[src/package.sv]
//----------------------------
// shared widths and encodings of the acquisition core
// single channel, one signed sample per clk
//----------------------------

package scope_pkg;

	localparam int sample_w  = 12; // signed adc sample
	localparam int addr_w    = 10; // sample buffer address, 1024 entries
	localparam int cmd_bytes = 8;  // every host command is this long

	//----------------------------
	// host command opcodes, byte 0
	//----------------------------
	typedef enum logic [7:0] {
		CMD_READOUT  = 8'd0, // stream buffer from trigger point
		CMD_ARM      = 8'd1, // arm trigger, reply status
		CMD_VERSION  = 8'd2, // reply firmware version
		CMD_TRIG_SET = 8'd8  // thresholds, pre-offset, tot
	} cmd_op_e;

	typedef enum logic [7:0] {
		TRIG_NOW  = 8'd0, // no condition, trigger at arm
		TRIG_RISE = 8'd1, // below lower then above upper
		TRIG_FALL = 8'd2, // above upper then below lower
		TRIG_EXT  = 8'd3  // external trigger input
	} trig_type_e;

	// state codes are reported to the host in the status word
	typedef enum logic [7:0] {
		ACQ_IDLE      = 8'd0,
		ACQ_RISE_LOW  = 8'd1,   // waiting for sample below lower
		ACQ_RISE_HIGH = 8'd2,   // counting samples above upper
		ACQ_FALL_HIGH = 8'd3,   // waiting for sample above upper
		ACQ_FALL_LOW  = 8'd4,   // counting samples below lower
		ACQ_EXT_WAIT  = 8'd5,   // waiting for external trigger
		ACQ_POST      = 8'd250, // taking post-trigger samples
		ACQ_READY     = 8'd251  // event frozen in buffer
	} acq_state_e;

endpackage

[src/logic/acq_ctrl_if.sv]
//----------------------------
// settings and status between command engine and acquisition
// arm and readout_done are single-cycle pulses
//----------------------------
`timescale 1ns/1ns

interface acq_ctrl_if #(
	parameter int DEPTH_W = scope_pkg::addr_w
) ();

// written by the command engine
scope_pkg::trig_type_e                 trig_type;
logic signed [scope_pkg::sample_w-1:0] lower_thresh;
logic signed [scope_pkg::sample_w-1:0] upper_thresh;
logic [7:0]                            tot;            // samples over threshold before trigger
logic [15:0]                           length_to_take; // post-trigger samples
logic                                  arm;
logic                                  readout_done;

// written by acquisition
scope_pkg::acq_state_e                 acq_state;
logic [7:0]                            event_count;
logic [DEPTH_W-1:0]                    trig_addr;      // buffer address of trigger sample

modport ctrl (
	output trig_type, lower_thresh, upper_thresh, tot, length_to_take, arm, readout_done,
	input  acq_state, event_count, trig_addr
);

modport acq (
	input  trig_type, lower_thresh, upper_thresh, tot, length_to_take, arm, readout_done,
	output acq_state, event_count, trig_addr
);

endinterface

[src/logic/cmd_engine.sv]
//----------------------------
// 8-byte command receiver, decoder and 32-bit reply streamer
// readout words carry two samples, length is floored to whole words
//----------------------------
`timescale 1ns/1ns

module cmd_engine #(
	parameter logic [31:0] VERSION = 32'd18,
	parameter int          DEPTH_W = scope_pkg::addr_w
) (
	input  logic                          clk,
	input  logic                          rstn,
	input  logic                          i_tvalid,
	input  logic [7:0]                    i_tdata,
	output logic                          o_tready,
	input  logic                          i_oready,
	output logic                          o_tvalid,
	output logic                          o_tlast,
	output logic [31:0]                   o_tdata,
	output logic [3:0]                    o_tkeep,
	acq_ctrl_if.ctrl                      ctl,
	output logic [DEPTH_W-1:0]            o_rd_addr,
	input  logic [scope_pkg::sample_w-1:0] i_rd_data
);

localparam int SW    = scope_pkg::sample_w;
localparam int CNT_W = $clog2(scope_pkg::cmd_bytes);
localparam int PAD_W = 16 - SW; // zero bits above each sample in a word

typedef enum logic [2:0] {
	ST_RX,     // collecting command bytes
	ST_DECODE, // act on opcode
	ST_RD0,    // present sample address
	ST_RD1,    // lower sample arrives
	ST_RD2,    // upper sample arrives, build word
	ST_SEND    // word on the stream, wait for ready
} eng_state_e;

eng_state_e         state;
logic [CNT_W-1:0]   rx_cnt;
logic [7:0]         rx_data [scope_pkg::cmd_bytes];
logic [29:0]        words_left;
logic               is_readout; // release buffer after last word
logic [9:0]         pre_offset;
logic [SW-1:0]      lo_sample;
logic [SW-1:0]      byte1, byte2;
logic [SW-1:0]      thr_lo, thr_hi;
logic [31:0]        rd_len;

assign o_tready = (state == ST_RX);
assign o_tkeep  = 4'b1111; // whole words only

// threshold math in sample width, x16 then +8 lands mid-step
assign byte1  = {{(SW-8){1'b0}}, rx_data[1]};
assign byte2  = {{(SW-8){1'b0}}, rx_data[2]};
assign thr_lo = byte1 - byte2 - SW'(128);
assign thr_hi = byte1 + byte2 - SW'(128);
assign rd_len = {rx_data[7], rx_data[6], rx_data[5], rx_data[4]};

always_ff @(posedge clk) begin
	if (o_tready && i_tvalid) begin
		rx_data[rx_cnt] <= i_tdata; // byte 0 first
	end
end

//----------------------------
// command fsm
//----------------------------
always_ff @(posedge clk or negedge rstn) begin
	if (!rstn) begin
		state              <= ST_RX;
		rx_cnt             <= '0;
		words_left         <= '0;
		is_readout         <= 1'b0;
		pre_offset         <= '0;
		lo_sample          <= '0;
		o_rd_addr          <= '0;
		o_tvalid           <= 1'b0;
		o_tlast            <= 1'b0;
		o_tdata            <= '0;
		ctl.trig_type      <= scope_pkg::TRIG_NOW;
		ctl.lower_thresh   <= '0;
		ctl.upper_thresh   <= '0;
		ctl.tot            <= '0;
		ctl.length_to_take <= '0;
		ctl.arm            <= 1'b0;
		ctl.readout_done   <= 1'b0;
	end else begin
		ctl.arm          <= 1'b0; // pulses
		ctl.readout_done <= 1'b0;
		case (state)
		ST_RX: begin
			if (i_tvalid) begin
				rx_cnt <= rx_cnt + 1'b1; // wraps to 0 after the last byte
				if (rx_cnt == CNT_W'(scope_pkg::cmd_bytes - 1)) state <= ST_DECODE;
			end
		end
		ST_DECODE: begin
			words_left <= 30'd1; // single word reply unless readout
			is_readout <= 1'b0;
			o_tlast    <= 1'b1;
			o_tvalid   <= 1'b1;
			state      <= ST_SEND;
			case (scope_pkg::cmd_op_e'(rx_data[0]))
			scope_pkg::CMD_READOUT: begin
				o_rd_addr  <= ctl.trig_addr - DEPTH_W'(pre_offset); // look back before trigger
				words_left <= rd_len[31:2];
				is_readout <= 1'b1;
				o_tvalid   <= 1'b0;
				if (rd_len[31:2] == '0) begin
					ctl.readout_done <= 1'b1; // nothing to send, just release
					state <= ST_RX;
				end else begin
					state <= ST_RD0;
				end
			end
			scope_pkg::CMD_ARM: begin
				ctl.trig_type      <= scope_pkg::trig_type_e'(rx_data[1]);
				ctl.length_to_take <= {rx_data[5], rx_data[4]};
				ctl.arm            <= (ctl.acq_state == scope_pkg::ACQ_IDLE); // no rearm mid event
				o_tdata            <= {ctl.event_count, 16'd0, 8'(ctl.acq_state)};
			end
			scope_pkg::CMD_VERSION: begin
				o_tdata <= VERSION;
			end
			scope_pkg::CMD_TRIG_SET: begin
				ctl.lower_thresh <= {thr_lo[SW-5:0], 4'h8};
				ctl.upper_thresh <= {thr_hi[SW-5:0], 4'h8};
				pre_offset       <= {rx_data[4][1:0], rx_data[3]};
				ctl.tot          <= rx_data[5];
				o_tdata          <= 32'd8; // echo opcode
			end
			default: begin
				o_tlast  <= 1'b0; // unknown, drop silently
				o_tvalid <= 1'b0;
				state    <= ST_RX;
			end
			endcase
		end
		ST_RD0: begin
			o_rd_addr <= o_rd_addr + 1'b1; // ram latches first address now
			state     <= ST_RD1;
		end
		ST_RD1: begin
			lo_sample <= i_rd_data;
			o_rd_addr <= o_rd_addr + 1'b1; // ready for next word
			state     <= ST_RD2;
		end
		ST_RD2: begin
			o_tdata  <= {{PAD_W{1'b0}}, i_rd_data, {PAD_W{1'b0}}, lo_sample};
			o_tlast  <= (words_left == 30'd1);
			o_tvalid <= 1'b1;
			state    <= ST_SEND;
		end
		ST_SEND: begin
			if (i_oready) begin // word taken
				o_tvalid <= 1'b0;
				if (words_left == 30'd1) begin
					ctl.readout_done <= is_readout;
					state <= ST_RX;
				end else begin
					words_left <= words_left - 30'd1;
					state <= ST_RD0;
				end
			end
		end
		default: state <= ST_RX;
		endcase
	end
end

endmodule

[src/flat_wrapper.sv]
// flat-port wrapper written by rule: the top's interface ports become plain ports
module cmd_engine_flat 
#(
	parameter logic [31:0] VERSION = 32'd18,
	parameter int          DEPTH_W = scope_pkg::addr_w
)
  (clk, rstn, i_tvalid, i_tdata, o_tready, i_oready, o_tvalid, o_tlast, o_tdata, o_tkeep, o_rd_addr, i_rd_data, ctl_trig_type, ctl_lower_thresh, ctl_upper_thresh, ctl_tot, ctl_length_to_take, ctl_arm, ctl_readout_done, ctl_acq_state, ctl_event_count, ctl_trig_addr);
  acq_ctrl_if #(.DEPTH_W(DEPTH_W)) ctl_i ();
  input  logic clk;
  input  logic rstn;
  input  logic i_tvalid;
  input  logic [7:0] i_tdata;
  output logic o_tready;
  input  logic i_oready;
  output logic o_tvalid;
  output logic o_tlast;
  output logic [31:0] o_tdata;
  output logic [3:0] o_tkeep;
  output logic [DEPTH_W-1:0] o_rd_addr;
  input  logic [scope_pkg::sample_w-1:0] i_rd_data;
  output wire logic [$bits(ctl_i.trig_type)-1:0] ctl_trig_type;
  output wire logic [$bits(ctl_i.lower_thresh)-1:0] ctl_lower_thresh;
  output wire logic [$bits(ctl_i.upper_thresh)-1:0] ctl_upper_thresh;
  output wire logic [$bits(ctl_i.tot)-1:0] ctl_tot;
  output wire logic [$bits(ctl_i.length_to_take)-1:0] ctl_length_to_take;
  output wire logic [$bits(ctl_i.arm)-1:0] ctl_arm;
  output wire logic [$bits(ctl_i.readout_done)-1:0] ctl_readout_done;
  input wire logic [$bits(ctl_i.acq_state)-1:0] ctl_acq_state;
  input wire logic [$bits(ctl_i.event_count)-1:0] ctl_event_count;
  input wire logic [$bits(ctl_i.trig_addr)-1:0] ctl_trig_addr;
  assign ctl_trig_type = ctl_i.trig_type;
  assign ctl_lower_thresh = ctl_i.lower_thresh;
  assign ctl_upper_thresh = ctl_i.upper_thresh;
  assign ctl_tot = ctl_i.tot;
  assign ctl_length_to_take = ctl_i.length_to_take;
  assign ctl_arm = ctl_i.arm;
  assign ctl_readout_done = ctl_i.readout_done;
  assign ctl_i.acq_state = ctl_acq_state;
  assign ctl_i.event_count = ctl_event_count;
  assign ctl_i.trig_addr = ctl_trig_addr;
  cmd_engine #(.VERSION(VERSION), .DEPTH_W(DEPTH_W)) u_core (.clk(clk), .rstn(rstn), .i_tvalid(i_tvalid), .i_tdata(i_tdata), .o_tready(o_tready), .i_oready(i_oready), .o_tvalid(o_tvalid), .o_tlast(o_tlast), .o_tdata(o_tdata), .o_tkeep(o_tkeep), .ctl(ctl_i), .o_rd_addr(o_rd_addr), .i_rd_data(i_rd_data));
endmodule
[config.mk]
export PLATFORM = sky130hd
export DESIGN_NAME = cmd_engine_flat
export DESIGN_NICKNAME = d
export VERILOG_FILES = /design/src/package.sv /design/src/logic/acq_ctrl_if.sv /design/src/logic/cmd_engine.sv /design/src/flat_wrapper.sv
export SDC_FILE = /design/constraint.sdc
export NUM_CORES = 1
export LEC_CHECK = 0
export BUFFER_PORTS_ARGS = -buffer_cell sky130_fd_sc_hd__buf_2
export CAP_MARGIN = 20
export CORE_ASPECT_RATIO = 0.5
export CORE_MARGIN = 5
export CORE_UTILIZATION = 51
export CTS_BUF_LIST = sky130_fd_sc_hd__clkbuf_16
export CTS_CLUSTER_DIAMETER = 60
export DETAILED_ROUTE_END_ITERATION = 7
export PLACE_DENSITY_LB_ADDON = 0.15
export SLEW_MARGIN = 20
export SYNTH_ARGS = -nofsm -noshare
export SYNTH_HDL_FRONTEND = slang
export SYNTH_SLANG_ARGS = --single-unit
[constraint.sdc]
create_clock -name clk -period 3 [get_ports clk]
set_clock_uncertainty 0.15 [all_clocks]
set_input_delay 0.6 -clock clk [delete_from_list [all_inputs] [get_ports clk]]
set_output_delay 0.6 -clock clk [all_outputs]
set_load 0.02 [all_outputs]
# [Yosys cells after proc, flatten, opt, wreduce, memory -nomap -nowiden]
# Memory sizes are Yosys's and may differ from the RTL's. A register that Yosys moved wholly into a read port is not among the register bits.
# Index checks and enable logic that the tools add are counted.
[op_classes] addsub=8 n_eq_ne=16 muxes=30 n_reduce_logical=21
[op_table] op="$pmux 32 s3" count=1
[op_table] op="$mux 30" count=3
[op_table] op="$pmux 32 s2" count=1
[op_table] op="$pmux 30 s2" count=1
[op_table] op="$eq 30x1->1 const B" count=1
[op_table] op="$logic_not 30->1" count=1
[op_table] op="$sub 30x1->30 const B" count=1
[op_table] op="$pmux 10 s2" count=1
[op_table] op="$pmux 3 s6" count=1
[op_table] op="$logic_not 8->1" count=2
[op_table] op="$sub 8x8->8 const B" count=2
[op_table] op="$mux 1" count=12
[op_table] op="$reduce_and 2->1" count=6
[op_table] op="$add 10x1->10 const B" count=1
[op_table] op="$mux 10" count=1
[op_table] op="$sub 10x10->10" count=1
[op_table] op="$eq 3x3->1 const B" count=3
[op_table] op="$mux 3" count=3
[op_table] op="$add 8x8->8" count=1
[op_table] op="$eq 8x1->1 const B" count=1
[op_table] op="$eq 8x2->1 const B" count=1
[op_table] op="$eq 8x4->1 const B" count=1
[op_table] op="$ne 2x2->1 const B" count=4
[op_table] op="$sub 8x8->8" count=1
[op_table] op="other kinds (18)" count=24
[word_totals] register_bits=155 mem_bits_rw=64 in_bits=50 memories=1
[mem_list] name="u_core.rx_data" words=8 width=8 read_ports=8 rd_ports_with_merged_regs=1 wr=1 line="cmd_engine.sv:41" text="logic [7:0] rx_data [scope_pkg::cmd_bytes];"

# [Depth between registers and ports, before layout]
# An unclocked memory read counts as a cell.
[depth] depth_word=5 depth_mapped=10

# [Worst setup path after synthesis]
# Ideal clock, no wire load.
[synth_timing] kind="register to register" from="reg u_core.state[0]" to="mem u_core.rx_data[0][0] (enable)" arrival_time_ns=2.208 setup_slack_ns=0.259 stages_incl_launch_ff=7 path_buffers=2 synth_period_minus_slack_ns=2.741 path_cell_list="dfrtp_1 -> buf_2 -> nor3_1 -> and2_1 -> clkbuf_1 -> nand2b_1 -> nor3_1"
[synth_between] elab_chain_len=4
[synth_rtl] element="start, declared" line="cmd_engine.sv:39" text="eng_state_e state;"
[synth_rtl] element="start signal, assigned" line="cmd_engine.sv:71" text="state <= ST_RX;"
[synth_rtl] element="start signal, assigned" line="cmd_engine.sv:95" text="if (rx_cnt == CNT_W'(scope_pkg::cmd_bytes - 1)) state <= ST_DECODE;"
[synth_rtl] element="start signal, assigned" line="cmd_engine.sv:103" text="state <= ST_SEND;"
[synth_rtl] element="$logic_not 3->1" line="cmd_engine.sv:50" text="assign o_tready = (state == ST_RX);"
[synth_rtl] element="named net o_tready" line="flat_wrapper.sv:13" text="output logic o_tready;"
[synth_rtl] element="$logic_and 1x1->1" line="cmd_engine.sv:61" text="if (o_tready && i_tvalid) begin"
[synth_rtl] element="$mux 1" line="cmd_engine.sv:61"
[synth_rtl] element="$mux 1 (implied by the code)" line="cmd_engine.sv:62" text="rx_data[rx_cnt] <= i_tdata;"
[synth_rtl] element="end, declared" line="cmd_engine.sv:41"
# The timed path passes the listed nets, and every way through them passes these cells.

==> flow_summary.ini <==
[timing]
setup_viol = 0
slew_headroom_pct = 39.1
worst_slew_pin_slew_ps = 911
fin_crit_sh_pct = 87.0
finalHoldViolCount = 0
min_period_ps = 2610
rsz0062_at_grt = false
max_freq_mhz = 383
tns_ps = 0
slew_violations = 0

[layout]
antenna_cells = 0
area_delta_synth_final_pct = 17.1
nFillCells = 1685
drive_gt1_share_pct = 26.5
fin_nets = 1149

[placed_design]
port_buffers = 142
place.gp.congestion = 0.946
dp_hpwl_um = 18800

[power]
clkPwrFrac_pct = 29.4
p_leak_nw = 5.46
p_sw_share_pct = 33.0
finalPower_mw = 8.46
p_per_area_nw_per_um2 = 715
ir_worst_vdd_mv = 0.400
pwr-share-comb_pct = 26.4
p_seq_share_pct = 44.2
internal_power_mw = 5.67
power_switching_mw = 2.79

[synthesis]
netlist.area_leader.share_pct = 36.9
yosys-top-cells-count = dfrtp_1 (149), nand2_1 (100), edfxtp_1 (64)
synth-edff-count = 64
synth_seq_area_share_pct = 55.9
synthSimpleGateAreaFrac_pct = 14.1
synth-main-ff-cell = dfrtp_1
synth_top_family_by_area = simple AND/OR/NAND/NOR gates
synthArstFlopShare_pct = 70.0
synth_area_um2 = 10100
synth_cell_types = 63
syn_inst = 897
netlist_top_cells_area = dfrtp_1 (37%), edfxtp_1 (19%), mux2_2 (6.6%)
yosysTopAreaCell = dfrtp_1
ys_ff_latch = 213
synth_xor_area_share_pct = 1.99
synth.most_common_cell = dfrtp_1
yosys_warnings = 0
synth-compound-area-share_pct = 11.7
syn_area_per_cell_um2 = 11.3
synth_mux_area_share_pct = 6.57
synthAdderAreaFrac_pct = 5.54

[outcome]
outcome = complete, no violations

[clocking]
cts_sinks = 213
cts.repair.resized = 0
insertion_delay_ps = 490
cts_buffers = 20
cts_buffer_depth = 3
htreeDepth = 1
cts_tree = yes
cts_root_buffer = clkbuf_16
clk_pin_slew_worst_paths_ps = 70

[critical_path]
crit_path_max_incr_delay_ps = 640
end_kind = flop
cp.required_ps = 3270
critPathMostFrequentCell = nand2_1
criticalPathCategory = reg -> reg
path_max_fanout = 20
cp_top_family = simple AND/OR/NAND/NOR gates
crit_buf_inv = 0
r2r-start = u_core.rx_data[0][5]
crit_start = u_core.rx_data[0][5]
path_cells = or4_1 > nor3_1 > o311ai_4 > nand2_1 > nand3_1 > nand2_1
cp.arrival_ps = 2880
start_kind = flop
slowest_stage = or4_1

[detailed_routing]
vias_per_cell = 5.70
post-route-drc-count = 0
dr_total_vias = 7621
routed_wl_um = 26000
dr.pass1.iters = 5
ant_nets = 0
routedWlPerCell_um = 19.5
drtIter0Drc = 659
top_layer = met5
dr_wl_met3_um = 1930
met1_length_um = 11900
dr_wl_met2_um = 11700

[die]
start_util_pct = 52.0
rows = 36
die_w_um = 209
die_y_um = 110
io_pins = 157
die-area_um2 = 22900
core_area_um2 = 19500

[hold_path]
hold_class = in -> reg
min_from = i_rd_data[2]

[global_routing]
track_usage_pct = 22.8
grt.overflow.total = 0
grt_pass1_vias = 7718
grt_max_degree = 48
antenna_found_initial = 1
grt_pass1_wl_um = 41500

[flow_run]
cap_violations = 0
[cells by family (layout without fill, tap and decap cells)]
| group | count (synthesis) | in the layout |
|---|---|---|
| buffers and inverters | 83 | 244 |
| other | 2 | 14 |
| xor gates and xnor gates | 23 | 23 |
| and+or+nand+nor | 286 | 286 |
| muxes | 59 | 59 |
| adders and majority gates | 43 | 43 |
| DFF | 213 | 213 |
| AOI/OAI and AO/OA | 188 | 188 |
[registers in the layout, indices dropped and copies added, names as in the netlist, 9 cells and up]
register,count
u_core.o_rd_addr,10
u_core.lo_sample,12
u_core.rx_data,64
u_core.ctl.length_to_take,16
u_core.ctl.lower_thresh,9
u_core.pre_offset,10
u_core.words_left,30
u_core.o_tdata,28
[stage by stage]
stage                     util [%]  hold WS (ps)  cell area [um^2]  cells  setup slack (ps)
final                         60.8           166             11800   1336               389
after global routing          60.8           161             11800   1336               158
after CTS                     60.8           148             11800   1336               381
after detailed placement      57.5           308             11200   1299               383
after global placement        57.5           294             11200   1299               393
after floorplan                  -           154             10200    909               259
[power by group through the flow]
stage / sequential (mW) / combinational [mW] / clock [mW]
6_report: 3.74 / 2.23 / 2.49
5_1_grt: 3.80 / 2.46 / 2.67
4_1_cts: 3.74 / 2.25 / 2.55
3_5_place_dp: 3.80 / 2.23 / 0
3_3_place_gp: 3.78 / 2.18 / 0
2_1_floorplan: 3.98 / 1.25 / 0
[timing repair]
action,in CTS,in global routing
hold buffers,1,0
buffers inserted,0,0
hold endpoints to repair,43,0
[per-layer routing]
metal / track usage, % / vias to the layer above
met5: 0 / -
met4: 5.07 / 2
met3: 4.65 / 48
met2: 36.9 / 287
met1: 32.3 / 3738
li1: - / 3546
[tightest hold or removal path: stages]
cell	delay, ps
buf_2	80
nand2_1	40
nand2_1	40
[layout make-up]
type                       count  area [um^2]  area share, %
clock inverter                14         88.8          0.750
multi-input combinational    613         4110           34.7
timing repair buffer         176          987           8.34
sequential                   213         5650           47.7
tap                          266          333           2.81
clock buffer                  22          551           4.65
inverter                      32          120           1.01
[final timing paths]
kind                       cells after the start               endpoint  slack, ps
max in group asynchronous                      3  u_core.words_left[12]       1460
setup / recovery                               6     u_core.o_tdata[31]        390
hold / removal                                 3     u_core.o_tdata[18]        170
setup reg to reg                               6     u_core.o_tdata[31]        390
min in group asynchronous                      2    u_core.o_rd_addr[8]        470
hold reg to reg                                2      u_core.o_tdata[8]        320
[placed cells by master (no fill, tap or decap), types with 8 or more instances in the layout]
| cell | count |
|---|---|
| dfrtp_1 | 149 |
| buf_2 | 141 |
| nand2_1 | 100 |
| edfxtp_1 | 64 |
| mux2_2 | 59 |
| nor2_1 | 58 |
| a21oi_1 | 52 |
| o21ai_0 | 50 |
| ha_1 | 40 |
| inv_1 | 37 |
| buf_4 | 32 |
| nand3_1 | 27 |
| nor3_1 | 26 |
| clkbuf_16 | 22 |
| nor4_1 | 14 |
| o22ai_1 | 14 |
| conb_1 | 14 |
| xnor2_1 | 12 |
| xor2_1 | 11 |
| a22oi_1 | 11 |
| nand2b_1 | 9 |
| nor2b_1 | 8 |
| and3_1 | 8 |
Note: power is estimated with default switching activity, not from simulation.
