## config.mk

```make
export PLATFORM = sky130hd
export DESIGN_NAME = acq_trigger_flat
export DESIGN_NICKNAME = d
export VERILOG_FILES = /design/src/package.sv /design/src/logic/acq_ctrl_if.sv /design/src/logic/acq_trigger.sv /design/src/flat_wrapper.sv
export SDC_FILE = /design/constraint.sdc
export NUM_CORES = 1
export LEC_CHECK = 0
export ABC_AREA = 1
export BUFFER_PORTS_ARGS = -buffer_cell sky130_fd_sc_hd__buf_2
export CAP_MARGIN = 0
export CORE_AREA = 3 3 133 135
export DETAILED_ROUTE_END_ITERATION = 6
export DIE_AREA = 0 0 136 138
export GPL_ROUTABILITY_DRIVEN = 1
export GPL_TIMING_DRIVEN = 0
export RECOVER_POWER = 25
export SYNTH_ARGS = -nofsm -noshare
export SYNTH_HDL_FRONTEND = slang
export SYNTH_SLANG_ARGS = --single-unit
```

## constraint.sdc

```tcl
create_clock -name clk -period 7.4 [get_ports clk]
set_input_delay 1.11 -clock clk [delete_from_list [all_inputs] [get_ports clk]]
set_output_delay 1.11 -clock clk [all_outputs]
set_load 0.1 [all_outputs]
```

## src/package.sv

```systemverilog
//----------------------------
// shared widths and encodings of the acquisition core
// single channel, one signed sample per clk
//----------------------------

package scope_pkg;

	localparam int sample_w  = 12; // signed adc sample
	localparam int addr_w    = 10; // sample buffer address, 1024 entries
	localparam int cmd_bytes = 8;  // every host command is this long

	//----------------------------
	// host command opcodes, byte 0
	//----------------------------
	typedef enum logic [7:0] {
		CMD_READOUT  = 8'd0, // stream buffer from trigger point
		CMD_ARM      = 8'd1, // arm trigger, reply status
		CMD_VERSION  = 8'd2, // reply firmware version
		CMD_TRIG_SET = 8'd8  // thresholds, pre-offset, tot
	} cmd_op_e;

	typedef enum logic [7:0] {
		TRIG_NOW  = 8'd0, // no condition, trigger at arm
		TRIG_RISE = 8'd1, // below lower then above upper
		TRIG_FALL = 8'd2, // above upper then below lower
		TRIG_EXT  = 8'd3  // external trigger input
	} trig_type_e;

	// state codes are reported to the host in the status word
	typedef enum logic [7:0] {
		ACQ_IDLE      = 8'd0,
		ACQ_RISE_LOW  = 8'd1,   // waiting for sample below lower
		ACQ_RISE_HIGH = 8'd2,   // counting samples above upper
		ACQ_FALL_HIGH = 8'd3,   // waiting for sample above upper
		ACQ_FALL_LOW  = 8'd4,   // counting samples below lower
		ACQ_EXT_WAIT  = 8'd5,   // waiting for external trigger
		ACQ_POST      = 8'd250, // taking post-trigger samples
		ACQ_READY     = 8'd251  // event frozen in buffer
	} acq_state_e;

endpackage

```

## src/logic/acq_ctrl_if.sv

```systemverilog
//----------------------------
// settings and status between command engine and acquisition
// arm and readout_done are single-cycle pulses
//----------------------------
`timescale 1ns/1ns

interface acq_ctrl_if #(
	parameter int DEPTH_W = scope_pkg::addr_w
) ();

// written by the command engine
scope_pkg::trig_type_e                 trig_type;
logic signed [scope_pkg::sample_w-1:0] lower_thresh;
logic signed [scope_pkg::sample_w-1:0] upper_thresh;
logic [7:0]                            tot;            // samples over threshold before trigger
logic [15:0]                           length_to_take; // post-trigger samples
logic                                  arm;
logic                                  readout_done;

// written by acquisition
scope_pkg::acq_state_e                 acq_state;
logic [7:0]                            event_count;
logic [DEPTH_W-1:0]                    trig_addr;      // buffer address of trigger sample

modport ctrl (
	output trig_type, lower_thresh, upper_thresh, tot, length_to_take, arm, readout_done,
	input  acq_state, event_count, trig_addr
);

modport acq (
	input  trig_type, lower_thresh, upper_thresh, tot, length_to_take, arm, readout_done,
	output acq_state, event_count, trig_addr
);

endinterface

```

## src/logic/acq_trigger.sv

```systemverilog
//----------------------------
// trigger fsm and buffer write pointer
// writes every clk until ACQ_READY, holds until readout_done
// unknown trigger types act as TRIG_NOW
//----------------------------
`timescale 1ns/1ns

module acq_trigger #(
	parameter int DEPTH_W = scope_pkg::addr_w
) (
	input  logic                                 clk,
	input  logic                                 rstn,
	input  logic signed [scope_pkg::sample_w-1:0] i_sample,
	input  logic                                 i_ext_trig,
	acq_ctrl_if.acq                              ctl,
	output logic                                 o_wr,
	output logic [DEPTH_W-1:0]                   o_wr_addr,
	output logic                                 o_trig_out
);

scope_pkg::acq_state_e state, state_nxt;
logic               run;       // low only in the first clk after reset
logic               trig_hit;  // trigger condition met this clk
logic               post_last; // this clk is the final post-trigger write
logic [7:0]         tot_cnt;   // consecutive samples past second threshold
logic [15:0]        post_cnt;
logic [7:0]         event_cnt;
logic [DEPTH_W-1:0] trig_addr;

assign o_wr      = run && (state != scope_pkg::ACQ_READY);
assign post_last = ({1'b0, post_cnt} + 17'd1) >= {1'b0, ctl.length_to_take};

assign ctl.acq_state   = state;
assign ctl.event_count = event_cnt;
assign ctl.trig_addr   = trig_addr;

//----------------------------
// next state
//----------------------------
always_comb begin
	state_nxt = state;
	trig_hit  = 1'b0;
	case (state)
	scope_pkg::ACQ_IDLE: begin
		if (ctl.arm) begin
			case (ctl.trig_type)
			scope_pkg::TRIG_RISE: state_nxt = scope_pkg::ACQ_RISE_LOW;
			scope_pkg::TRIG_FALL: state_nxt = scope_pkg::ACQ_FALL_HIGH;
			scope_pkg::TRIG_EXT:  state_nxt = scope_pkg::ACQ_EXT_WAIT;
			default:              trig_hit  = 1'b1; // immediate
			endcase
		end
	end
	scope_pkg::ACQ_RISE_LOW: begin
		if (ctl.trig_type != scope_pkg::TRIG_RISE) state_nxt = scope_pkg::ACQ_IDLE;
		else if (i_sample < ctl.lower_thresh) state_nxt = scope_pkg::ACQ_RISE_HIGH;
	end
	scope_pkg::ACQ_RISE_HIGH: begin
		if (ctl.trig_type != scope_pkg::TRIG_RISE) state_nxt = scope_pkg::ACQ_IDLE;
		else if (i_sample > ctl.upper_thresh) trig_hit = (tot_cnt >= ctl.tot);
		else state_nxt = scope_pkg::ACQ_RISE_LOW; // dropped back, rearm edge
	end
	scope_pkg::ACQ_FALL_HIGH: begin
		if (ctl.trig_type != scope_pkg::TRIG_FALL) state_nxt = scope_pkg::ACQ_IDLE;
		else if (i_sample > ctl.upper_thresh) state_nxt = scope_pkg::ACQ_FALL_LOW;
	end
	scope_pkg::ACQ_FALL_LOW: begin
		if (ctl.trig_type != scope_pkg::TRIG_FALL) state_nxt = scope_pkg::ACQ_IDLE;
		else if (i_sample < ctl.lower_thresh) trig_hit = (tot_cnt >= ctl.tot);
		else state_nxt = scope_pkg::ACQ_FALL_HIGH;
	end
	scope_pkg::ACQ_EXT_WAIT: begin
		if (ctl.trig_type != scope_pkg::TRIG_EXT) state_nxt = scope_pkg::ACQ_IDLE;
		else trig_hit = i_ext_trig;
	end
	scope_pkg::ACQ_POST: begin
		if (post_last) state_nxt = scope_pkg::ACQ_READY;
	end
	scope_pkg::ACQ_READY: begin
		if (ctl.readout_done) state_nxt = scope_pkg::ACQ_IDLE; // buffer released
	end
	default: state_nxt = scope_pkg::ACQ_IDLE;
	endcase
	if (trig_hit) state_nxt = scope_pkg::ACQ_POST;
end

//----------------------------
// registers
//----------------------------
always_ff @(posedge clk or negedge rstn) begin
	if (!rstn) begin
		state      <= scope_pkg::ACQ_IDLE;
		run        <= 1'b0;
		o_wr_addr  <= '0;
		trig_addr  <= '0;
		tot_cnt    <= '0;
		post_cnt   <= '0;
		event_cnt  <= '0;
		o_trig_out <= 1'b0;
	end else begin
		state      <= state_nxt;
		run        <= 1'b1;
		o_trig_out <= trig_hit; // one clk pulse to the outside
		if (o_wr) o_wr_addr <= o_wr_addr + 1'b1; // free running, wraps
		if (trig_hit) trig_addr <= o_wr_addr;     // address of the trigger sample
		// count only while staying in the second half of an edge trigger
		if ((state_nxt == state) &&
		    (state == scope_pkg::ACQ_RISE_HIGH || state == scope_pkg::ACQ_FALL_LOW)) begin
			tot_cnt <= tot_cnt + 8'd1;
		end else begin
			tot_cnt <= '0;
		end
		if (state == scope_pkg::ACQ_POST) post_cnt <= post_cnt + 16'd1;
		else post_cnt <= '0;
		if (state == scope_pkg::ACQ_POST && post_last) event_cnt <= event_cnt + 8'd1;
	end
end

endmodule

```

## src/flat_wrapper.sv

```systemverilog
// flat-port wrapper written by rule: the top's interface ports become plain ports
module acq_trigger_flat 
#(
	parameter int DEPTH_W = scope_pkg::addr_w
)
  (clk, rstn, i_sample, i_ext_trig, o_wr, o_wr_addr, o_trig_out, ctl_trig_type, ctl_lower_thresh, ctl_upper_thresh, ctl_tot, ctl_length_to_take, ctl_arm, ctl_readout_done, ctl_acq_state, ctl_event_count, ctl_trig_addr);
  acq_ctrl_if #(.DEPTH_W(DEPTH_W)) ctl_i ();
  input  logic clk;
  input  logic rstn;
  input  logic signed [scope_pkg::sample_w-1:0] i_sample;
  input  logic i_ext_trig;
  output logic o_wr;
  output logic [DEPTH_W-1:0] o_wr_addr;
  output logic o_trig_out;
  input wire logic [$bits(ctl_i.trig_type)-1:0] ctl_trig_type;
  input wire logic [$bits(ctl_i.lower_thresh)-1:0] ctl_lower_thresh;
  input wire logic [$bits(ctl_i.upper_thresh)-1:0] ctl_upper_thresh;
  input wire logic [$bits(ctl_i.tot)-1:0] ctl_tot;
  input wire logic [$bits(ctl_i.length_to_take)-1:0] ctl_length_to_take;
  input wire logic [$bits(ctl_i.arm)-1:0] ctl_arm;
  input wire logic [$bits(ctl_i.readout_done)-1:0] ctl_readout_done;
  output wire logic [$bits(ctl_i.acq_state)-1:0] ctl_acq_state;
  output wire logic [$bits(ctl_i.event_count)-1:0] ctl_event_count;
  output wire logic [$bits(ctl_i.trig_addr)-1:0] ctl_trig_addr;
  assign ctl_i.trig_type = ctl_trig_type;
  assign ctl_i.lower_thresh = ctl_lower_thresh;
  assign ctl_i.upper_thresh = ctl_upper_thresh;
  assign ctl_i.tot = ctl_tot;
  assign ctl_i.length_to_take = ctl_length_to_take;
  assign ctl_i.arm = ctl_arm;
  assign ctl_i.readout_done = ctl_readout_done;
  assign ctl_acq_state = ctl_i.acq_state;
  assign ctl_event_count = ctl_i.event_count;
  assign ctl_trig_addr = ctl_i.trig_addr;
  acq_trigger #(.DEPTH_W(DEPTH_W)) u_core (.clk(clk), .rstn(rstn), .i_sample(i_sample), .i_ext_trig(i_ext_trig), .ctl(ctl_i), .o_wr(o_wr), .o_wr_addr(o_wr_addr), .o_trig_out(o_trig_out));
endmodule
```

; ---- Word-level counts from Yosys, hierarchy flattened
; Index checks and enable logic that the tools add are counted.
[totals]
rom_bits = 0
inputBits = 73
n_memories = 0
ramBits = 0
latch_bits = 0
wordCells = 63
regBits = 62
[classes]
bitwise_logic = 0
div = 0
order_cmp = 4
n_shift = 0
n_reduce_logical = 6
n_mul = 0
n_eq_ne = 15
n_addsub = 5
muxes = 25
[ops]
columns = operator, count
row1 = 8-bit 2-to-1 mux, 14
row2 = 8-bit one-hot mux with 8 select lines, 1
row3 = "8-bit by 2-bit equality test with 1-bit output, second input constant", 4
row4 = 8-bit one-hot mux with 3 select lines, 1
row5 = "16-bit by 1-bit adder with 17-bit output, second input constant", 1
row6 = 17-bit by 16-bit greater-or-equal comparator with 1-bit output, 1
row7 = "16-bit by 1-bit adder with 16-bit output, second input constant", 1
row8 = "8-bit by 1-bit adder with 8-bit output, second input constant", 2
row9 = "8-bit by 1-bit equality test with 1-bit output, second input constant", 2
row10 = "8-bit by 3-bit equality test with 1-bit output, second input constant", 2
row11 = "8-bit equality test, second input constant", 2
row12 = 16-bit 2-to-1 mux, 1
row13 = "8-bit by 2-bit != test with 1-bit output, second input constant", 2
row14 = 12-bit greater-than comparator, 1
row15 = 12-bit < comparator, 1
row16 = "10-bit by 1-bit adder with 10-bit output, second input constant", 1
row17 = 8-bit equality test, 1
row18 = 8-bit greater-or-equal comparator, 1
row19 = 8-bit logical NOT, 1
row20 = "8-bit by 1-bit != test with 1-bit output, second input constant", 1
row21 = "8-bit != test, second input constant", 1
row22 = 1-bit 2-to-1 mux, 7
row23 = 1-bit one-hot mux with 4 select lines, 1
row24 = 1-bit logical AND, 3
row25 = other kinds (2), 2

; ---- Logic depth before layout (Yosys ltp)
; Gate-level depths: netlist (run 1).
[depth]
depth_word = 9
depth_mapped = 22
ltp_nobuf = 22

; ---- Worst setup path before layout (run 1)
; OpenSTA, ideal clock, no wires.
[synth_path]
path_type = register to output
startpoint = reg u_core.state[1] (netlist: u_core.ctl.acq_state[1])
endpoint = out o_wr
slack_ns = 4.221
t_required_ns = 6.290
t_arrival_ns = 2.069
stages_incl_launch_ff = 7
cell_sequence = dfrtp_1 -> buf_6 -> nand2_1 -> nor3_1 -> nand4_1 -> nand2_1 -> inv_1
[synth_via]
elab_chain_cells = 2
[synth_rtl]
columns = item, line_no
row1 = "start, declared", acq_trigger.sv:21  ; scope_pkg::acq_state_e state, state_nxt;
row2 = "start signal, assigned", acq_trigger.sv:92  ; state <= scope_pkg::ACQ_IDLE;
row3 = "start signal, assigned", acq_trigger.sv:101  ; state <= state_nxt;
row4 = 8-bit != test, acq_trigger.sv:30  ; assign o_wr = run && (state != scope_pkg::ACQ_READY);
row5 = 1-bit logical AND, acq_trigger.sv:30
row6 = "end, declared", flat_wrapper.sv:12  ; output logic o_wr;
; No other way between the ends.

==> results of run 1 <==
sequential cells by signal, summed over array words and instances (netlist names):
signal and cells:
u_core.tot_cnt 8, u_core.o_wr_addr 10, u_core.ctl.trig_addr 10, u_core.ctl.event_count 8, u_core.o_trig_out 1, u_core.run 1
u_core.post_cnt 16, u_core.ctl.acq_state 8
per-stage QoR:
stage	instance area, um2	instances	utilization [%]
after floorplan	4590	607	-
after global placement	5420	937	32.7
after detailed placement	5420	937	32.7
after CTS	5730	953	34.5
after global routing	5720	953	34.5
final	5720	953	34.5
layout make-up:
class                           count  area [um2]  area share [%]
Timing Repair Buffer              110         549            9.61
Clock inverter                      7        81.3            1.42
Tap cell                          220         275            4.81
Clock buffer                        9         225            3.94
Multi-Input combinational cell    416        2540            44.4
Buffer                              5        31.3           0.547
Inverter                          124         465            8.14
Sequential cell                    62        1550            27.1
layer usage:
| layer | global-route usage (%) | wire (um) |
|---|---|---|
| met5 | 0 | 0 |
| met4 | 2.86 | 93 |
| met3 | 3.67 | 512 |
| met2 | 20.4 | 5360 |
| met1 | 15.4 | 5100 |
how the worst min path moves through the flow:
stage	startpoint	end	slack, ps
final	u_core.ctl.trig_addr[6]	u_core.ctl.trig_addr[6]	470
after global routing	u_core.ctl.trig_addr[6]	u_core.ctl.trig_addr[6]	510
after floorplan	u_core.post_cnt[0]	u_core.post_cnt[0]	460
after detailed placement	u_core.ctl.trig_addr[9]	u_core.ctl.trig_addr[9]	460
after CTS	u_core.ctl.trig_addr[9]	u_core.ctl.trig_addr[9]	480
after global placement	u_core.ctl.trig_addr[1]	u_core.ctl.trig_addr[1]	450
cells by family (layout without fill, tap and decap cells):
kind of cell	after synthesis	in the layout	synth area share (%)
AND/OR/NAND/NOR	280	280	28.2
buffers and inverters	129	255	11.0
flip-flops	62	62	33.8
AO/OA/AOI/OAI	52	52	6.78
adder cells (fa/ha/maj)	51	51	13.9
XOR/XNOR	29	29	5.53
multiplexers	3	3	0.735
other	1	1	0.0816
cells in the mapped netlist, types with 2 or more instances:
| library cell | count | area share, % |
|---|---|---|
| a21o_1 | 2 | 0.33 |
| a21oi_1 | 26 | 2.8 |
| buf_6 | 2 | 0.49 |
| dfrtp_1 | 62 | 34 |
| ha_1 | 51 | 14 |
| inv_1 | 118 | 9.6 |
| inv_2 | 5 | 0.41 |
| mux2_2 | 3 | 0.74 |
| nand2_1 | 142 | 12 |
| nand2_2 | 7 | 0.95 |
| nand3_1 | 24 | 2.6 |
| nand3_2 | 5 | 1.1 |
| nand3b_1 | 4 | 0.65 |
| nand4_1 | 17 | 2.3 |
| nor2_1 | 41 | 3.3 |
| nor2_2 | 7 | 0.95 |
| nor2_4 | 2 | 0.49 |
| nor3_1 | 21 | 2.3 |
| nor3_2 | 2 | 0.44 |
| nor4_1 | 5 | 0.68 |
| o2111ai_1 | 2 | 0.38 |
| o211ai_1 | 2 | 0.33 |
| o21ai_0 | 10 | 1.1 |
| o21ai_1 | 2 | 0.22 |
| o21bai_1 | 2 | 0.33 |
| xnor2_1 | 8 | 1.5 |
| xor2_1 | 21 | 4.0 |
power by group through the flow:
stage / sequential [mW] / clock (mW) / combinational [mW]
final: 0.405 / 0.435 / 0.467
after global placement: 0.410 / 0 / 0.466
after detailed placement: 0.410 / 0 / 0.471
after global routing: 0.412 / 0.467 / 0.500
after floorplan: 0.650 / 0 / 0.128
after CTS: 0.406 / 0.452 / 0.471
==> impl_metrics.toml, run 1 <==
[outcome]
status = "complete, but fails checks"
violations = "capacitance limit, slew limit"

[clock_tree]
post_cts_resized = 0
cts-htree-levels = 3
clock_latency_ps = 340
clock-root-buffer = "clkbuf_16"
cts_inserted_buffers = 9
clock_sinks = 62
clk_pin_slew_ps = 60
cts_setup_buffers = 0
clk_path_buf_depth = 2
cts_tree = "built"
hold_buffers = 0

[final_layout]
fillCellCount = 1805
antenna_cells = 0
num-nets-final = 852
drive_above_1_share_pct = 22.4
final_cell_mix = "nand2_1 (142), inv_1 (118), buf_2 (110)"
final_common_cell = "nand2_1"
area_delta_synth_final_pct = 24.5

[sta]
period_needed_ps = 3870
rsz0062_at_grt = "false"
maxSlewHeadroom_pct = -129
finalSetupViolations = 0
finalHoldViolCount = 0
hold_slack_ps = 467
post-route-period-util_pct = 52.3
setup_ws_ps = 3530
maxSlewViolCount = 63
worst_clock_skew_ps = 10.1
max_freq_mhz = 259
worst_slew_pin_slew_ps = 3440
tns_ps = 0

[global_route]
antenna_found_initial = 0
grt_first_pass_wirelength_mm = 18.5
track_usage_pct = 12.2
grt_pass1_vias = 4010
grt_max_degree = 63
overflow = 0

[logic_synthesis]
syn_avg_cell_area_um2 = 7.57
synth_seq_area_share_pct = 33.8
synth_edf_count = 0
synth_cell_type_count = 41
ys_warn_count = 0
synth_flop_cell = "dfrtp_1"
syn_inst = 607
synth.net_count = 731
ys_ff_latch = 62
ys_async_sr_fraction_pct = 100
synth_area_um2 = 4590

[critical_path]
critical_path_required_ps = 7060
r2r_setup_slack_ps = 3690
crit_chain = "clkbuf_1"
critical_path_class = "primary input to async pin"
cp.buffers_inverters = 1
path_max_fanout = 62
r2r_end = "u_core.ctl.event_count[4]"
cp-start-kind = "primary input"
slowest_delay_ps = 2380
reg2reg_from = "u_core.post_cnt[0]"
critPathSlowestCell = "clkbuf_1"
r2r_cells = 19
cp-startpoint = "rstn"
worst_setup_path_end_kind = "async pin"
cpLargestDelayFamily = "buffers and inverters"
worstPathArrival_ps = 3530
crit_cells = 1
worstSetupEndpoint = "u_core.tot_cnt[7]"

[route]
antenna_left = 0
num_vias = 4110
drt_iter0_drc = 165
vias_per_cell = 4.31
totalWireLength_mm = 11.1
route.detailed.drc = 0
drt_first_pass_iters = 4
wl_per_cell_um = 11.6

[power_and_ir_drop]
fin_total_pwr_mw = 1.31
clkPwrFrac_pct = 33.3
leakagePower_nw = 3.35
intPower_mw = 0.732
power_density_nw_per_um2 = 229
ir_worst_vdd_uv = 429
pwr-share-seq_pct = 31.0
p_sw_share_pct = 44.0
switching_power_mw = 0.575
combPwrFrac_pct = 35.7

[die]
row_count = 47
ios = 111
die-area_um2 = 18800
die_x_um = 136
start_util_pct = 27.7
core_um2 = 16600
fp.dieH_um = 138

[place]
pre_cts_ws_ps = 3620
place_congestion = 0.872
io_buffers = 110
dp_hpwl_mm = 8.89

[run]
cap_violations = 1

[min_path]
whs_path_depth = 2
hold_class = "flip-flop to flip-flop"
Power figures use the tool's default switching activity.
==> inputs of run 2 (changes only) <==
ABC_AREA = 0   (was 1)
CORE_AREA = 3 3 126 128   (was 3 3 133 135)
DIE_AREA = 0 0 129 131   (was 0 0 136 138)
clock period = 3.55 ns   (was 7.4 ns; I/O delays follow)
==> impl_metrics.toml, run 2 <==
[final_layout]
largest_reg_flops = 16
utilization_pct = 35.5
num-nets-final = 676
drive_above_1_share_pct = 28.2
regMostFlops = "u_core.post_cnt"
top_regs = "u_core.post_cnt (16), u_core.ctl.trig_addr (10), u_core.o_wr_addr (10)"
final_cell_mix = "buf_2 (109), dfrtp_1 (61), inv_1 (51)"
final_common_cell = "buf_2"
area_delta_synth_final_pct = 28.3
fillCellCount = 1518
fin_cells = 745
final_cell_area_um2 = 5310
antenna_cells = 0

[logic_synthesis]
synth_top_area_cell = "dfrtp_1"
synth_top_cells_by_count = "dfrtp_1 (62), ha_1 (51), inv_1 (51)"
synth.net_count = 555
syn_avg_cell_area_um2 = 9.60
ys_async_sr_fraction_pct = 100
synth_flop_cell = "dfrtp_1"
yosysMostFrequentCell = "dfrtp_1"
ys_warn_count = 0
synth_top_area_share_pct = 37.5
synth_edf_count = 0
synth_cell_type_count = 52
synth_area_leaders = "dfrtp_1 (37%), ha_1 (15%), xnor2_1 (5.1%), inv_1 (4.6%), nand2_1 (2.9%)"
synth_area_um2 = 4140
ys_ff_latch = 62
synth_seq_area_share_pct = 37.5
syn_inst = 431

[place]
dp_hpwl_mm = 7.96
pre_cts_ws_ps = -193
dpl_cell_area_um2 = 4940
placedCellCount = 730
io_buffers = 110
place_congestion = 0.903

[clock_tree]
hold_buffers = 0
cts_inserted_buffers = 9
cts_tree = "built"
clock-root-buffer = "clkbuf_16"
clock_latency_ps = 320
clk_pin_slew_ps = 60
cts-htree-levels = 3
clock_sinks = 62
clk_path_buf_depth = 2
cts_setup_buffers = 0

[critical_path]
critPathSlowestCell = "dfrtp_1"
cp-start-kind = "flip-flop"
worstPathArrival_ps = 3580
path_max_fanout = 8
crit_chain = "and4_4 > and4_2 > and3_1 > xor2_1 > ha_1 > and4_1 > a221oi_2 > a21oi_1 > or2_1 > nor2b_2 > buf_4 > mux2_2"
reg2reg_from = "u_core.post_cnt[2]"
cp.buffers_inverters = 1
worst_setup_path_end_kind = "flip-flop"
cp-startpoint = "u_core.post_cnt[2]"
critical_path_class = "flip-flop to flip-flop"
slowest_delay_ps = 420
cpLargestDelayFamily = "simple AND/OR/NAND/NOR gates"
critical_path_required_ps = 3760

[route]
vias_per_cell = 4.68
totalWireLength_mm = 9.98
num_vias = 3485
route.detailed.drc = 0
drt_first_pass_iters = 4
wl_per_cell_um = 13.4
drt_iter0_drc = 63
antenna_left = 0

[die]
fp.dieH_um = 131
ios = 111
core_um2 = 15000
row_count = 45
start_util_pct = 27.6
die-area_um2 = 16900
die_x_um = 129

[global_route]
grt_first_pass_wirelength_mm = 16.4
overflow = 0
track_usage_pct = 12.0
grt_pass1_vias = 3498
antenna_found_initial = 1
grt_max_degree = 37

[run]
cap_violations = 1

[sta]
setup_ws_ps = 182
period_needed_ps = 3370
maxSlewViolCount = 27
rsz0062_at_grt = "false"
worst_clock_skew_ps = 5.98
finalHoldViolCount = 0
worst_slew_pin_slew_ps = 1510
max_freq_mhz = 297
maxSlewHeadroom_pct = -0.659
post-route-period-util_pct = 94.9
finalSetupViolations = 0

[power_and_ir_drop]
leakagePower_nw = 2.78
ir_worst_vdd_uv = 682
fin_total_pwr_mw = 2.85
power_density_nw_per_um2 = 536

[outcome]
status = "complete, but fails checks"
violations = "capacitance limit, slew limit"

[min_path]
hold_class = "flip-flop to flip-flop"
min_from = "u_core.ctl.event_count[6]"
[run 2: changes by cell type after synthesis, sizes merged, moves of 11 or more]
cell	delta
nor2	-35
nand2	-117
xnor2	+16
inv	-72
nor2b	+17
nor3	-11
and3	+11
[run 2: what timing repair did]
| action | 4_1_cts | 5_1_grt |
|---|---|---|
| hold endpoints to repair | 0 | 0 |
| pin swaps | 0 | 1 |
| endpoints found under the setup margin | 9 | 9 |
| gates resized for setup | 5 | 7 |
[run 2: worst reg2reg max path: cells and delay by family, from the launching register on]
family                     cells  cell delay (ps)
AOI/OAI and AO/OA              2              460
xor gates and xnor gates       1              230
adders and majority gates      1              290
buffers and inverters          1              180
DFF                            1              420
muxes                          1              270
and+or+nand+nor                6             1400
[run 2: report_power, final]
group | internal, mW | total (mW) | switching (mW)
combinational | 0.208 | 1.01 | 0.801
clock | 0.637 | 0.958 | 0.322
sequential | 0.791 | 0.877 | 0.0860
[run 2: cell type report]
class | count | area [um2] | area share [%]
Clock inverter | 6 | 92.6 | 1.74
Tap cell | 188 | 235 | 4.43
Sequential cell | 62 | 1550 | 29.2
Inverter | 51 | 191 | 3.61
Clock buffer | 10 | 239 | 4.50
Timing Repair Buffer | 111 | 569 | 10.7
Buffer | 6 | 45.0 | 0.848
Multi-Input combinational cell | 311 | 2380 | 44.9
[run 2: layer usage]
metal / vias up / wire (um) / GRT usage [%]
li1: 1745 / - / -
met1: 1619 / 4630 / 15.3
met2: 103 / 4680 / 20.4
met3: 16 / 520 / 2.64
met4: 2 / 141 / 3.46
met5: - / 13 / 0
[run 2: worst paths after layout]
check	to	slack, ps	depth (start not counted)
worst max-delay path	u_core.ctl.event_count[1]	180	12
worst max register to register	u_core.ctl.event_count[1]	180	12
min in group asynchronous	u_core.ctl.trig_addr[8]	570	1
max in group asynchronous	u_core.post_cnt[0]	2090	2
worst min-delay path	u_core.ctl.event_count[6]	490	1
worst min register to register	u_core.ctl.event_count[6]	490	1
[run 2: logic make-up (layout without fill, tap and decap cells)]
group / count (synthesis) / count (layout) / share of synthesized area [%]
flip-flops: 62 / 62 / 37.5
AND/OR/NAND/NOR: 156 / 156 / 21.1
adder cells (fa/ha/maj): 51 / 51 / 15.4
multiplexers: 14 / 14 / 4.02
other: 1 / 1 / 0.0906
AO/OA/AOI/OAI: 53 / 53 / 8.50
buffers and inverters: 58 / 184 / 5.71
XOR/XNOR: 36 / 36 / 7.62
[run 2: through the flow]
| step | hold WS (ps) | TNS [ps] |
|---|---|---|
| final | 489 | 0 |
| after global routing | 511 | 0 |
| after CTS | 238 | 0 |
| after detailed placement | 480 | -912 |
| after global placement | 457 | -433 |
| after floorplan | 237 | 0 |
